===== src/verilog/dualCachePkg.sv =====
package dualCachePkg;

  // ##################################################################
  // Cache geometry
  // ##################################################################

  localparam int ADDR_WIDTH       = 32; // Byte address.
  localparam int LINE_OFFSET_BITS = 6;  // 64 bytes per line.
  localparam int INDEX_BITS       = 2;
  localparam int NUM_LINES        = 4;
  localparam int TAG_WIDTH        = 24; // ADDR_WIDTH - INDEX_BITS - LINE_OFFSET_BITS.
  localparam int WORDS_PER_LINE   = 16;
  localparam int WORD_SEL_BITS    = 4;

  // Address field positions follow from the geometry above.
  localparam int INDEX_LSB = LINE_OFFSET_BITS;
  localparam int TAG_LSB   = LINE_OFFSET_BITS + INDEX_BITS;

  // ##################################################################
  // Miss controller states
  // ##################################################################

  // WriteBack and Refill issue one memory strobe each. The two wait
  // states hold until the matching response pulse arrives.
  typedef enum logic [2:0] {
    Idle,
    WriteBack,
    WbWait,
    Refill,
    RefillWait,
    Commit
  } missState_t;

endpackage


===== src/verilog/missController.sv =====
`timescale 1ns/100ps

module missController
  import dualCachePkg::*;
(
  input  logic                     clk,
  input  logic                     rst_n,

  input  logic                     rd0Req,
  input  logic [ADDR_WIDTH-1:0]    rd0Addr,
  input  logic                     rd0Hit,
  input  logic                     rd1Req,
  input  logic [ADDR_WIDTH-1:0]    rd1Addr,
  input  logic                     rd1Hit,

  input  logic                     stReq,
  input  logic [ADDR_WIDTH-1:0]    stAddr,
  input  logic [31:0]              stData,
  input  logic [3:0]               stByteEnable,
  input  logic                     stHit,
  output logic                     stDone,
  output logic                     busy,

  input  logic                     victimDirty,
  input  logic [TAG_WIDTH-1:0]     victimTag,
  input  logic [31:0]              lkupData,

  output logic                     write,
  output logic [INDEX_BITS-1:0]    wrIndex,
  output logic [WORD_SEL_BITS-1:0] wrWord,
  output logic [TAG_WIDTH-1:0]     wrTag,
  output logic                     wrValid,
  output logic                     wrDirty,
  output logic [31:0]              wrData,
  output logic [3:0]               wrByteEnable,

  output logic                     memRead,
  output logic                     memWrite,
  output logic [ADDR_WIDTH-3:0]    memAddr,
  output logic [31:0]              memWrData,
  input  logic [31:0]              memRdData,
  input  logic                     memRdValid,
  input  logic                     memWrAck
);

  missState_t               state;
  missState_t               nextState;
  logic [WORD_SEL_BITS-1:0] wordCnt;
  logic                     serveStore;
  logic                     lastWord;
  logic                     missSeen;
  logic [ADDR_WIDTH-1:0]    selAddr;
  logic [TAG_WIDTH-1:0]     reqTag;
  logic [INDEX_BITS-1:0]    reqIndex;
  logic [WORD_SEL_BITS-1:0] reqWord;

  assign lastWord = (wordCnt == WORD_SEL_BITS'(WORDS_PER_LINE - 1));

  // ##################################################################
  // Request selection in the order store, port 0, port 1
  // ##################################################################

  always_comb begin
    selAddr  = rd1Addr;
    missSeen = 1'b0;
    if (stReq) begin
      selAddr  = stAddr;
      missSeen = !stHit;
    end else if (rd0Req && !rd0Hit) begin
      selAddr  = rd0Addr;
      missSeen = 1'b1;
    end else if (rd1Req && !rd1Hit) begin
      missSeen = 1'b1;
    end
  end

  // ##################################################################
  // State machine
  // ##################################################################

  always_comb begin
    nextState = state;
    case (state)
      Idle: begin
        if (stReq && stHit) nextState = Commit;
        else if (missSeen) nextState = victimDirty ? WriteBack : Refill;
      end
      WriteBack:  nextState = WbWait;
      WbWait:     if (memWrAck) nextState = lastWord ? Refill : WriteBack;
      Refill:     nextState = RefillWait;
      RefillWait: begin
        if (memRdValid) begin
          if (!lastWord) nextState = Refill;
          else nextState = serveStore ? Commit : Idle; // A store miss still has to merge.
        end
      end
      Commit:     nextState = Idle;
      default:    nextState = Idle;
    endcase
  end

  always_ff @(posedge clk or negedge rst_n) begin
    if (!rst_n) begin
      state      <= Idle;
      wordCnt    <= '0;
      serveStore <= 1'b0;
    end else begin
      state <= nextState;
      if (state == Idle) begin
        wordCnt    <= '0;
        serveStore <= stReq;
      end else if ((state == WbWait && memWrAck) || (state == RefillWait && memRdValid)) begin
        wordCnt <= wordCnt + 1'b1; // Wraps to zero after the last writeback word.
      end
    end
  end

  always_ff @(posedge clk) begin
    if (state == Idle) begin
      reqTag   <= selAddr[ADDR_WIDTH-1:TAG_LSB];
      reqIndex <= selAddr[INDEX_LSB +: INDEX_BITS];
      reqWord  <= selAddr[LINE_OFFSET_BITS-1:2];
    end
  end

  // ##################################################################
  // Line write port and memory strobes
  // ##################################################################

  always_comb begin
    // In Idle the victim lookup must already point at the candidate line.
    wrIndex      = (state == Idle) ? selAddr[INDEX_LSB +: INDEX_BITS] : reqIndex;
    write        = 1'b0;
    wrWord       = wordCnt;
    wrTag        = reqTag;
    wrValid      = 1'b0;
    wrDirty      = 1'b0;
    wrData       = memRdData;
    wrByteEnable = 4'hf;
    case (state)
      RefillWait: begin
        write   = memRdValid;
        wrValid = lastWord; // The line turns valid with its last word.
      end
      Commit: begin
        write        = 1'b1;
        wrWord       = reqWord;
        wrValid      = 1'b1;
        wrDirty      = 1'b1;
        wrData       = stData;
        wrByteEnable = stByteEnable;
      end
      default: ;
    endcase
  end

  assign memWrite  = (state == WriteBack);
  assign memRead   = (state == Refill);
  assign memWrData = lkupData;
  assign memAddr   = (state == WriteBack || state == WbWait) ?
                     {victimTag, reqIndex, wordCnt} : {reqTag, reqIndex, wordCnt};

  assign stDone = (state == Commit);
  assign busy   = (state != Idle);

endmodule


===== config.mk =====
export PLATFORM = sky130hd
export DESIGN_NAME = missController
export DESIGN_NICKNAME = d
export VERILOG_FILES = /design/src/verilog/dualCachePkg.sv /design/src/verilog/missController.sv
export SDC_FILE = /design/constraint.sdc
export NUM_CORES = 1
export LEC_CHECK = 0
export BUFFER_PORTS_ARGS = -buffer_cell sky130_fd_sc_hd__buf_2
export CAP_MARGIN = 10
export CORE_AREA = 2 2 142 144
export DETAILED_ROUTE_END_ITERATION = 12
export DIE_AREA = 0 0 144 146
export PLACE_DENSITY = 0.56
export SYNTH_ARGS = -nofsm -noshare
export SYNTH_HDL_FRONTEND = slang
export SYNTH_SLANG_ARGS = --single-unit

===== constraint.sdc =====
create_clock -name clk -period 5.4 [get_ports clk]
set_clock_uncertainty 0.15 [all_clocks]
set_input_delay 1.08 -clock clk [delete_from_list [all_inputs] [get_ports clk]]
set_output_delay 1.08 -clock clk [all_outputs]
set_load 0.005 [all_outputs]

## After elaboration in Yosys (flattened, before gate mapping)

Cells that the tools add are included.
W data, S select, Z words.

| operators by class | value |
|---|---|
| add/sub/neg operators | 1 |
| equality and inequality tests | 9 |
| muxes and demuxes | 24 |
| reduce and logical (&&, ||, !) cells | 14 |

Operators by type and width:

| cell | count |
|---|---|
| $mux W32 | 3 |
| $mux W30 | 1 |
| $mux W3 | 6 |
| $mux W4 | 4 |
| $pmux W3 S5 | 1 |
| $eq A3 B2 Y1 const B | 2 |
| $eq A3 B3 Y1 const B | 2 |
| $mux W2 | 3 |
| $logic_and A1 B1 Y1 | 5 |
| $add A4 B1 Y4 const B | 1 |
| $eq A4 B4 Y1 const B | 1 |
| $mux W1 | 4 |
| $ne A2 B2 Y1 const B | 2 |
| $pmux W1 S2 | 2 |
| $eq A3 B1 Y1 const B | 1 |
| $logic_not A1 Y1 | 3 |
| $logic_not A3 Y1 | 1 |
| $ne A3 B3 Y1 const B | 1 |
| $reduce_and A3 Y1 | 1 |
| $reduce_bool A3 Y1 | 1 |
| $logic_or A1 B1 Y1 | 2 |
| $reduce_bool A2 Y1 | 1 |

| storage, ports and cells | value |
|---|---|
| flip-flop bits (word level) | 38 |
| input port bits | 231 |
| output and inout bits | 135 |
| word-level logic and storage cells | 54 |

## Depth between registers and ports, before layout

Gate-level depths: netlist of run 1.

| logic depth | value |
|---|---|
| depth after elaboration | 8 |
| mapped depth | 6 |
| depth with buffers taken out | 5 |

## Worst setup path before layout of run 1

Ideal clock, no wire load.

| path | value |
|---|---|
| kind | input to output |
| start | input rd0Hit |
| end | output wrIndex[0] |
| arrival time | 1.810 ns |
| required time | 4.170 ns |
| slack | 2.360 ns |
| cell stages on the path | 5 |
| buffers on the path | 1 |
| cell sequence | nand2b_1 clkbuf_2 mux2i_1 o21ai_0 mux2_2 |

| on the way | value |
|---|---|
| cells in the longest elaborated chain, start to end | 5 |

Ends and longest elaborated chain:

| item | line | source |
|---|---|---|
| start, declared | missController.sv:11 | `input logic rd0Hit,` |
| $logic_not A1 Y1 | missController.sv:69 | `end else if (rd0Req && !rd0Hit) begin` |
| $logic_and A1 B1 Y1 | missController.sv:69 |  |
| $mux W32 | missController.sv:69 |  |
| $mux W32 | missController.sv:66 | `if (stReq) begin` |
| $mux W2 | n/a |  |
| end, declared | missController.sv:29 | `output logic [INDEX_BITS-1:0] wrIndex,` |

Every way passes these cells.

## Worst setup path after layout of run 1

| path | value |
|---|---|
| start | register state[0] |
| end | output memAddr[8] |

| on the way | value |
|---|---|
| cells in the longest elaborated chain, start to end | 3 |
| elaborated cells between the ends (all ways) | 4 |
| classes of those cells | eq/ne (2); mux (1); reduce/logical (1) |

Ends and longest elaborated chain:

| item | line | source |
|---|---|---|
| start, declared | missController.sv:46 | `missState_t state;` |
| start signal, assigned | missController.sv:104 | `state <= Idle;` |
| start signal, assigned | missController.sv:108 | `state <= nextState;` |
| $eq A3 B1 Y1 or $eq A3 B2 Y1 (tied branches) | missController.sv:160 | `assign memAddr = (state == WriteBack \|\| state == WbWait) ?` |
| $logic_or A1 B1 Y1 * | missController.sv:160 |  |
| $mux W30 * | missController.sv:160 |  |
| end, declared | missController.sv:39 | `output logic [ADDR_WIDTH-3:0] memAddr,` |

Mark *: on every way between the ends. The rest lies on a longest branch, timed or not.

==> flow_metrics.tcl, run 1 <==
set metrics [dict create \
    synth_nets 533 \
    num_rows 51 \
    hold_viol 0 \
    hpwl_um 9280 \
    n_antenna_cell 0 \
    layout-drive-gt1-share_pct 68.5 \
    cts_tree "built" \
    worstMarginPinSlew_ns 1.05 \
    h-tree-depth 2 \
    synth.distinct_cells 41 \
    cts_resized 0 \
    synth_warnings 0 \
    antenna_found_initial 0 \
    clk_pin_slew_ns 0.06 \
    core_sq_um 19300 \
    dieArea_sq_um 21000 \
    outcome "finished, final reports clean" \
    cts_root_buffer "clkbuf_16" \
    maxSlewViolCount 0 \
    route.detailed.drc 0 \
    avgSynthCellArea_sq_um 11.3 \
    place.gp.congestion 0.747 \
    vdd_drop_max_mv 0.204 \
    clock_latency_ns 0.29 \
    grt_pass1_vias 3068 \
    synthToLayoutAreaGrowth_pct 46.1 \
    grt_max_degree 57 \
    synth-edff-count 28 \
    power_density_nw_per_um2 406 \
    postCtsHoldBufs 0 \
    leakage_nw 2.72 \
    end_kind "output pin" \
    final_antenna_net_count 0 \
    reg2reg_slack_ns 3.27 \
    grt.total_usage_pct 10.1 \
    first_iter_violations 52 \
    cts_setup_buffers 0 \
    fin_crit_sh_pct 68.3 \
    io_buffers 295 \
    path_class "reg2out" \
    rsz0062_at_grt "no" \
    seq_area_frac_synth_pct 31.9 \
    syn_area_sq_um 3390 \
    pin_count 366 \
    drv_cap 0 \
    first_pass_iters 4 \
    setup.worst_path.start_class "flip-flop" \
    via_count 3106 \
    die_x_um 144 \
    nets 783 \
    fin_crit_ns 3.69 \
    fillers 2090 \
    wl_um 11400 \
    grt-ovfl-total 0 \
    grt_pass1_wl_um 16100 \
    hold_path_class "reg2reg" \
    setup_tns_ns 0 \
    slew_headroom_pct 29.9 \
    netlist_instances 301 \
    fmax_mhz 271 \
    vias_per_cell 3.80 \
    setup_viol 0 \
    clockBufferDepth 2 \
    cp.arrival_ns 2.46 \
    power_w 0.00201 \
    synth-seq-cells 38 \
    numCtsBuffers 5 \
    die_h_um 146 \
    cp.required_ns 4.17 \
    start_util_pct 17.5 \
    wl_per_cell_um 14.0 \
    ys.flop_type "edfxtp_1" \
    clock_sinks 38 \
    async_reset_ff_share_pct 21.1 \
    path_max_fanout 24 \
]
==> critical path, cell delays in order, from the launching register on <==
cell and delay, ns:
dfrtp_1 0.64, xnor2_1 0.18, nor2_4 0.80, mux2_2 0.42, buf_2 0.12
==> cells in the final DEF, fill, tap and decap left out, types with 2 or more instances in the layout <==
| master | Yosys | final |
|---|---|---|
| bufinv_16 | 0 | 2 |
| or2_2 | 4 | 4 |
| mux2_2 | 7 | 7 |
| mux2i_1 | 34 | 34 |
| o21ai_0 | 31 | 31 |
| dfxtp_1 | 2 | 2 |
| buf_2 | 2 | 295 |
| nand2_1 | 40 | 40 |
| dfrtp_1 | 8 | 8 |
| o22ai_1 | 2 | 2 |
| nor2_1 | 7 | 7 |
| buf_4 | 34 | 2 |
| a21oi_1 | 2 | 2 |
| xnor2_1 | 2 | 2 |
| inv_1 | 3 | 3 |
| edfxtp_1 | 28 | 28 |
| mux2_4 | 55 | 55 |
| clkbuf_16 | 0 | 5 |
==> metal layers <==
metal / GRT usage, % / share of wire, %
met1: 9.79 / 37
met2: 19.9 / 52
met3: 2.37 / 9.3
met4: 4.36 / 2.6
met5: 0 / 0
==> final cells by class <==
class | instances | area, sq um | share of cell area, %
Clock inverter | 3 | 63.8 | 1.29
Tap cell | 265 | 332 | 6.69
Inverter | 4 | 20.0 | 0.404
Sequential cell | 38 | 1080 | 21.8
Multi-Input combinational cell | 205 | 1840 | 37.2
Timing Repair Buffer | 297 | 1490 | 30.1
Clock buffer | 5 | 125 | 2.52
==> flip-flops by register name (all words and copies together) (netlist names) <==
| signal | count |
|---|---|
| wordCnt | 4 |
| state | 3 |
| reqIndex | 2 |
| serveStore | 1 |
| reqWord | 4 |
| wrTag | 24 |
==> synth_stat cells, types with 3 or more instances <==
library cell  instances  area, sq um
clkbuf_1              5         18.8
inv_1                 3         11.3
o21ai_0              31          155
or2_2                 4         25.0
buf_4                34          255
nor2_1                7         26.3
mux2_4               55          826
edfxtp_1             28          841
buf_6                 9          101
mux2i_1              34          340
dfrtp_1               8          200
nand2_1              40          150
buf_12                3         60.1
mux2_2                7         78.8
==> per-stage QoR <==
stage	hold WS [ns]	cells	util (%)	worst slack, ns	area, sq um
floorplan	0.317	301	-	2.36	3390
global placement	0.324	809	24.7	1.99	4770
detailed placement	0.339	809	24.7	1.99	4770
CTS	0.354	817	25.6	1.66	4960
global route	0.373	817	25.6	1.54	4960
finish	0.352	817	25.6	1.71	4960
==> power breakdown <==
| group | switching, W | total (W) | internal (W) | leakage, nW |
|---|---|---|---|---|
| clock network | 0.000126 | 0.000389 | 0.000263 | 0.0915 |
| logic | 0.000471 | 0.00107 | 0.000596 | 2.24 |
| registers | 0.000106 | 0.000555 | 0.000449 | 0.388 |
| total | 0.000703 | 0.00201 | 0.00131 | 2.72 |
==> worst paths after layout <==
check | start | end | cells after the start
worst max-delay path | state[0]$_DFFE_PN0P_ | memAddr[8] | 4
worst min-delay path | serveStore$_DFFE_PN0P_ | serveStore$_DFFE_PN0P_ | 2
worst max register to register | state[2]$_DFFE_PN0P_ | reqIndex[0]$_DFF_P_ | 3
worst min register to register | serveStore$_DFFE_PN0P_ | serveStore$_DFFE_PN0P_ | 2
max in group asynchronous | rst_n | wordCnt[1]$_DFFE_PN0P_ | 1
min in group asynchronous | rst_n | state[1]$_DFFE_PN0P_ | 1
==> kinds of logic after synthesis <==
| logic type | after synthesis | share of synthesized area, % |
|---|---|---|
| mux | 96 | 36.7 |
| flops | 38 | 31.9 |
| buf+inv | 58 | 13.9 |
| compound gates | 42 | 7.12 |
| xor+xnor | 2 | 0.516 |
| simple gates | 64 | 9.59 |
| fa+ha+maj | 1 | 0.369 |
No activity file was read; power rests on OpenSTA's default activity.
==> run 2, diff against run 1 <==
--- a/config.mk
+++ b/config.mk
@@ -5,6 +5,7 @@
 export SDC_FILE = /design/constraint.sdc
 export NUM_CORES = 1
 export LEC_CHECK = 0
+export ABC_AREA = 1
 export BUFFER_PORTS_ARGS = -buffer_cell sky130_fd_sc_hd__buf_2
 export CAP_MARGIN = 10
 export CORE_AREA = 2 2 142 144
==> constraint.sdc (replaced) <==
create_clock -name clk -period 3 [get_ports clk]
set_clock_uncertainty 0.15 [all_clocks]
set_input_delay 0.6 -clock clk [delete_from_list [all_inputs] [get_ports clk]]
set_output_delay 0.6 -clock clk [all_outputs]
set_load 0.005 [all_outputs]
==> flow_metrics.tcl, run 2 <==
set metrics [dict create \
    leakage_nw 2.68 \
    pin_count 366 \
    route.detailed.drc 0 \
    async_reset_ff_share_pct 21.1 \
    cp-startpoint "state[1]$_DFFE_PN0P_" \
    die_x_um 144 \
    reg2reg_slack_ns 0.92 \
    nets 967 \
    core_sq_um 19300 \
    avgSynthCellArea_sq_um 6.43 \
    clock_latency_ns 0.28 \
    vias_per_cell 3.94 \
    hpwl_um 11600 \
    drv_cap 0 \
    seq_area_frac_synth_pct 34.6 \
    via_count 3942 \
    fin_crit_ns 2.67 \
    synth_most_common_cell "nand2_1" \
    dieArea_sq_um 21000 \
    cts_root_buffer "clkbuf_16" \
    synth.distinct_cells 29 \
    first_iter_violations 126 \
    grt-ovfl-total 0 \
    path_common_cell "o21ai_0" \
    slowest_stage "dfrtp_1" \
    ff2ff_path_depth 4 \
    critical_path.cell_chain "nor2_1, nand2_2, inv_1, o21ai_0, o21ai_0, buf_2" \
    setup.worst_path.start_class "flip-flop" \
    syn_area_sq_um 3130 \
    hold_path_class "in2async" \
    synthToLayoutAreaGrowth_pct 52.8 \
    place.gp.congestion 0.748 \
    vdd_drop_max_mv 0.243 \
    cp.required_ns 2.25 \
    rsz0062_at_grt "no" \
    clk_pin_slew_ns 0.06 \
    maxSlewViolCount 0 \
    numCtsBuffers 5 \
    outcome "finished, final reports clean" \
    grt_max_degree 49 \
    final_antenna_net_count 0 \
    setup_tns_ns 0 \
    first_pass_iters 4 \
    synth-seq-cells 38 \
    h-tree-depth 2 \
    netlist_instances 486 \
    clockBufferDepth 2 \
    synth_top_area_cell "edfxtp_1" \
    io_buffers 295 \
    utilization_pct 24.7 \
    synth_warnings 0 \
    synth-edff-count 28 \
    worstMarginPinSlew_ns 0.566 \
    layout-drive-gt1-share_pct 44.0 \
    die_h_um 146 \
    crit_end "wrIndex[1]" \
    fin_crit_sh_pct 88.9 \
    grt.total_usage_pct 12.5 \
    wl_um 14100 \
    synth_area_leaders "edfxtp_1, nand2_1, buf_4" \
    synth_nets 718 \
    final_common_cell "buf_2" \
    cts_tree "built" \
    cp.arrival_ns 1.92 \
    setup_viol 0 \
    end_kind "output pin" \
    final_cell_mix "buf_2, nand2_1, nor2_1" \
    path_max_fanout 12 \
    antenna_found_initial 1 \
    placed_cells 993 \
    largest_reg_flops 24 \
    grt_pass1_vias 3692 \
    n_antenna_cell 0 \
    hold_viol 0 \
    num_rows 51 \
    path_class "reg2out" \
    netlist.area_leader.share_pct 26.9 \
    fmax_mhz 375 \
    rr_endpoint "wrTag[17]$_DFFE_PP_" \
    final_cells 1001 \
    slew_headroom_pct 62.3 \
    postCtsHoldBufs 0 \
    clock_sinks 38 \
    cts_resized 0 \
    wl_per_cell_um 14.1 \
    start_util_pct 16.2 \
    grt_pass1_wl_um 19700 \
    cts_setup_buffers 0 \
    r2r_start "state[1]$_DFFE_PN0P_" \
    synth_commonest_cells "nand2_1, inv_1, nor2_1, buf_4" \
    power_density_nw_per_um2 693 \
    slowest_delay_ns 0.44 \
    ys.flop_type "edfxtp_1" \
]
-- run 2: stage by stage --
stage / total power [W] / area, sq um / worst slack, ns / hold slack [ns]
after global placement: 0.00274 / 4610 / 0.359 / 0.315
after floorplan: 0.00191 / 3130 / 0.405 / 0.154
after detailed placement: 0.00275 / 4610 / 0.374 / 0.318
final: 0.00331 / 4780 / 0.334 / 0.00303
after CTS: 0.00340 / 4770 / 0.201 / 0.00594
after global routing: 0.00362 / 4780 / 0.00957 / 0.00747
-- run 2: logic make-up after synthesis --
family | after synthesis | synth area share [%]
AND/OR/NAND/NOR | 283 | 36.1
buffers and inverters | 101 | 17.1
AO/OA/AOI/OAI | 62 | 11.6
flip-flops | 38 | 34.6
XOR/XNOR | 1 | 0.280
adder cells (fa/ha/maj) | 1 | 0.400
-- run 2: power by group --
group	total, W	switching, W	internal [W]
combinational	0.00176	0.00104	0.000725
sequential	0.000924	0.000127	0.000797
clock	0.000620	0.000227	0.000393
-- run 2: critical path, delay by kind of cell, from the launching register on --
family          cells  cell delay [ns]
compound gates      2             0.30
buf+inv             2             0.32
flops               1             0.44
simple gates        2             0.57
-- run 2: layout make-up --
| class | instances | area (sq um) |
|---|---|---|
| clock buffers | 6 | 129 |
| inverters | 41 | 154 |
| clock inverters | 2 | 37.5 |
| repair buffers | 302 | 1530 |
| well taps | 265 | 332 |
| fillers | 2219 | 14600 |
| flip-flops and latches | 38 | 1080 |
| multi-input cells | 347 | 1510 |
-- run 2: per-layer routing --
| layer | part of all wire [%] | routed length (um) | global-route usage, % | up-vias |
|---|---|---|---|---|
| li1 | - | - | - | 2004 |
| met3 | 10 | 1470 | 3.98 | 17 |
| met2 | 48 | 6840 | 22.3 | 259 |
| met1 | 39 | 5530 | 14.0 | 1660 |
| met4 | 2.0 | 289 | 3.73 | 2 |
| met5 | 0.078 | 11 | 0 | - |
-- run 2: worst min path at each step --
stage | to | slack, ns | cells after the start
global placement | state[2]$_DFFE_PN0P_ | 0.31 | 1
detailed placement | wordCnt[2]$_DFFE_PN0P_ | 0.32 | 1
CTS | wordCnt[2]$_DFFE_PN0P_ | 0.006 | 1
finish | state[2]$_DFFE_PN0P_ | 0.003 | 1
floorplan | serveStore$_DFFE_PN0P_ | 0.15 | 0
global route | state[2]$_DFFE_PN0P_ | 0.007 | 1
==> run 3, diff against run 2 <==
--- a/config.mk
+++ b/config.mk
@@ -6,12 +6,14 @@
 export NUM_CORES = 1
 export LEC_CHECK = 0
 export ABC_AREA = 1
+export ABC_CLOCK_PERIOD_IN_PS = 3000
 export BUFFER_PORTS_ARGS = -buffer_cell sky130_fd_sc_hd__buf_2
 export CAP_MARGIN = 10
 export CORE_AREA = 2 2 142 144
 export DETAILED_ROUTE_END_ITERATION = 12
 export DIE_AREA = 0 0 144 146
 export PLACE_DENSITY = 0.56
+export RECOVER_POWER = 100
 export SYNTH_ARGS = -nofsm -noshare
 export SYNTH_HDL_FRONTEND = slang
 export SYNTH_SLANG_ARGS = --single-unit
==> flow_metrics.tcl, run 3 (synthesis results as in run 2) <==
set metrics [dict create \
    dieArea_sq_um 21000 \
    cp.required_ns 2.25 \
    postCtsHoldBufs 0 \
    critical_path.top_delay_family "simple AND/OR/NAND/NOR gates" \
    grt_pass1_vias 3692 \
    path_max_fanout 48 \
    wl_per_cell_um 14.1 \
    slowest_stage "or2_4" \
    vdd_drop_max_mv 0.211 \
    via_count 3917 \
    setup_viol 0 \
    layout-drive-gt1-share_pct 36.1 \
    grt.total_usage_pct 12.5 \
    synthToLayoutAreaGrowth_pct 49.7 \
    design_area_sq_um 4680 \
    nets 967 \
    first_pass_iters 4 \
    core_sq_um 19300 \
    grt_pass1_wl_um 19700 \
    outcome "finished, final reports clean" \
    clock_latency_ns 0.28 \
    hold_viol 0 \
    first_iter_violations 104 \
    setup_slack_ns 0.302 \
    num_rows 51 \
    antenna_found_initial 1 \
    die_h_um 146 \
    slowest_delay_ns 0.48 \
    h-tree-depth 2 \
    power_density_nw_per_um2 683 \
    clock_sinks 38 \
    fmax_mhz 371 \
    grt-ovfl-total 0 \
    final_cell_mix "buf_2, nand2_1, clkbuf_1" \
    largest_reg_flops 24 \
    cts_root_buffer "clkbuf_16" \
    worstMarginPinSlew_ns 1.21 \
    pin_count 366 \
    start_util_pct 16.2 \
    reg2reg_slack_ns 0.63 \
    path_buf_inv 1 \
    clk_pin_slew_ns 0.06 \
    hold_path_class "in2async" \
    grt_max_degree 49 \
    r2r_start "state[1]$_DFFE_PN0P_" \
    cp.arrival_ns 1.95 \
    hpwl_um 11600 \
    fin_crit_sh_pct 89.9 \
    clockBufferDepth 2 \
    setup.worst_path.start_class "flip-flop" \
    die_x_um 144 \
    leakage_nw 2.51 \
    io_buffers 295 \
    critical_path.cell_chain "nor3_1, or2_4, nand2_1, o21ai_1, clkbuf_1" \
    preCtsSetupSlack_ns 0.374 \
    ff2ff_path_depth 4 \
    fin_crit_ns 2.70 \
    rsz0062_at_grt "no" \
    path_class "reg2out" \
    cts_resized 0 \
    vias_per_cell 3.91 \
    setup_tns_ns 0 \
    end_kind "output pin" \
    cts_tree "built" \
    wl_um 14100 \
    rr_endpoint "wrTag[17]$_DFFE_PP_" \
    n_antenna_cell 0 \
    dpl-instance-area_sq_um 4610 \
    cts_setup_buffers 0 \
    final_common_cell "buf_2" \
    fillers 2254 \
    drv_cap 0 \
    maxSlewViolCount 0 \
    slew_headroom_pct 19.5 \
    place.gp.congestion 0.748 \
    numCtsBuffers 5 \
    route.detailed.drc 0 \
    final_antenna_net_count 0 \
]
run 3: metrics by stage:
| stage | power (W) | hold slack, ns | utilization [%] | instances |
|---|---|---|---|---|
| floorplan | 0.00191 | 0.154 | - | 486 |
| global placement | 0.00274 | 0.315 | 23.8 | 993 |
| detailed placement | 0.00275 | 0.318 | 23.8 | 993 |
| CTS | 0.00340 | 0.00594 | 24.7 | 1001 |
| global route | 0.00351 | 0.125 | 24.2 | 1001 |
| finish | 0.00320 | 0.0927 | 24.2 | 1001 |
run 3: metal layers:
| metal | GRT usage, % | part of all wire (%) | up-vias |
|---|---|---|---|
| met5 | 0 | 0.078 | - |
| li1 | - | - | 2000 |
| met3 | 3.98 | 11 | 15 |
| met4 | 3.73 | 1.9 | 2 |
| met2 | 22.3 | 48 | 251 |
| met1 | 14.0 | 39 | 1649 |
run 3: where the power goes:
group          internal, W  leakage, nW  switching (W)
Combinational     0.000638         2.05        0.00101
Sequential        0.000801        0.381       0.000127
Clock             0.000393       0.0771       0.000225
Total              0.00183         2.51        0.00136
run 3: layout make-up:
class                   instances  area, sq um  share of cell area, %
multi-input cells             347         1500                   32.0
repair buffers                302         1450                   31.0
flip-flops and latches         38         1080                   23.1
well taps                     265          332                   7.09
inverters                      41          154                   3.29
clock buffers                   6          129                   2.75
clock inverters                 2         37.5                  0.802
run 3: how the worst max path moves through the flow:
stage                               startpoint          end  cells after the start
after floorplan           state[1]$_DFFE_PN0P_   wrIndex[0]                      5
after global placement                  rd0Hit   wrIndex[0]                      9
after detailed placement                rd0Hit   wrIndex[0]                      9
after CTS                 state[1]$_DFFE_PN0P_   wrIndex[1]                      6
after global routing      state[1]$_DFFE_PN0P_   wrIndex[1]                      6
final                     state[1]$_DFFE_PN0P_  memAddr[22]                      5
run 3: worst register-to-register path: stages, from the launching register on:
cell	delay, ns
dfrtp_1	0.44
nor2_1	0.33
nand2_2	0.23
inv_1	0.15
clkbuf_2	0.68
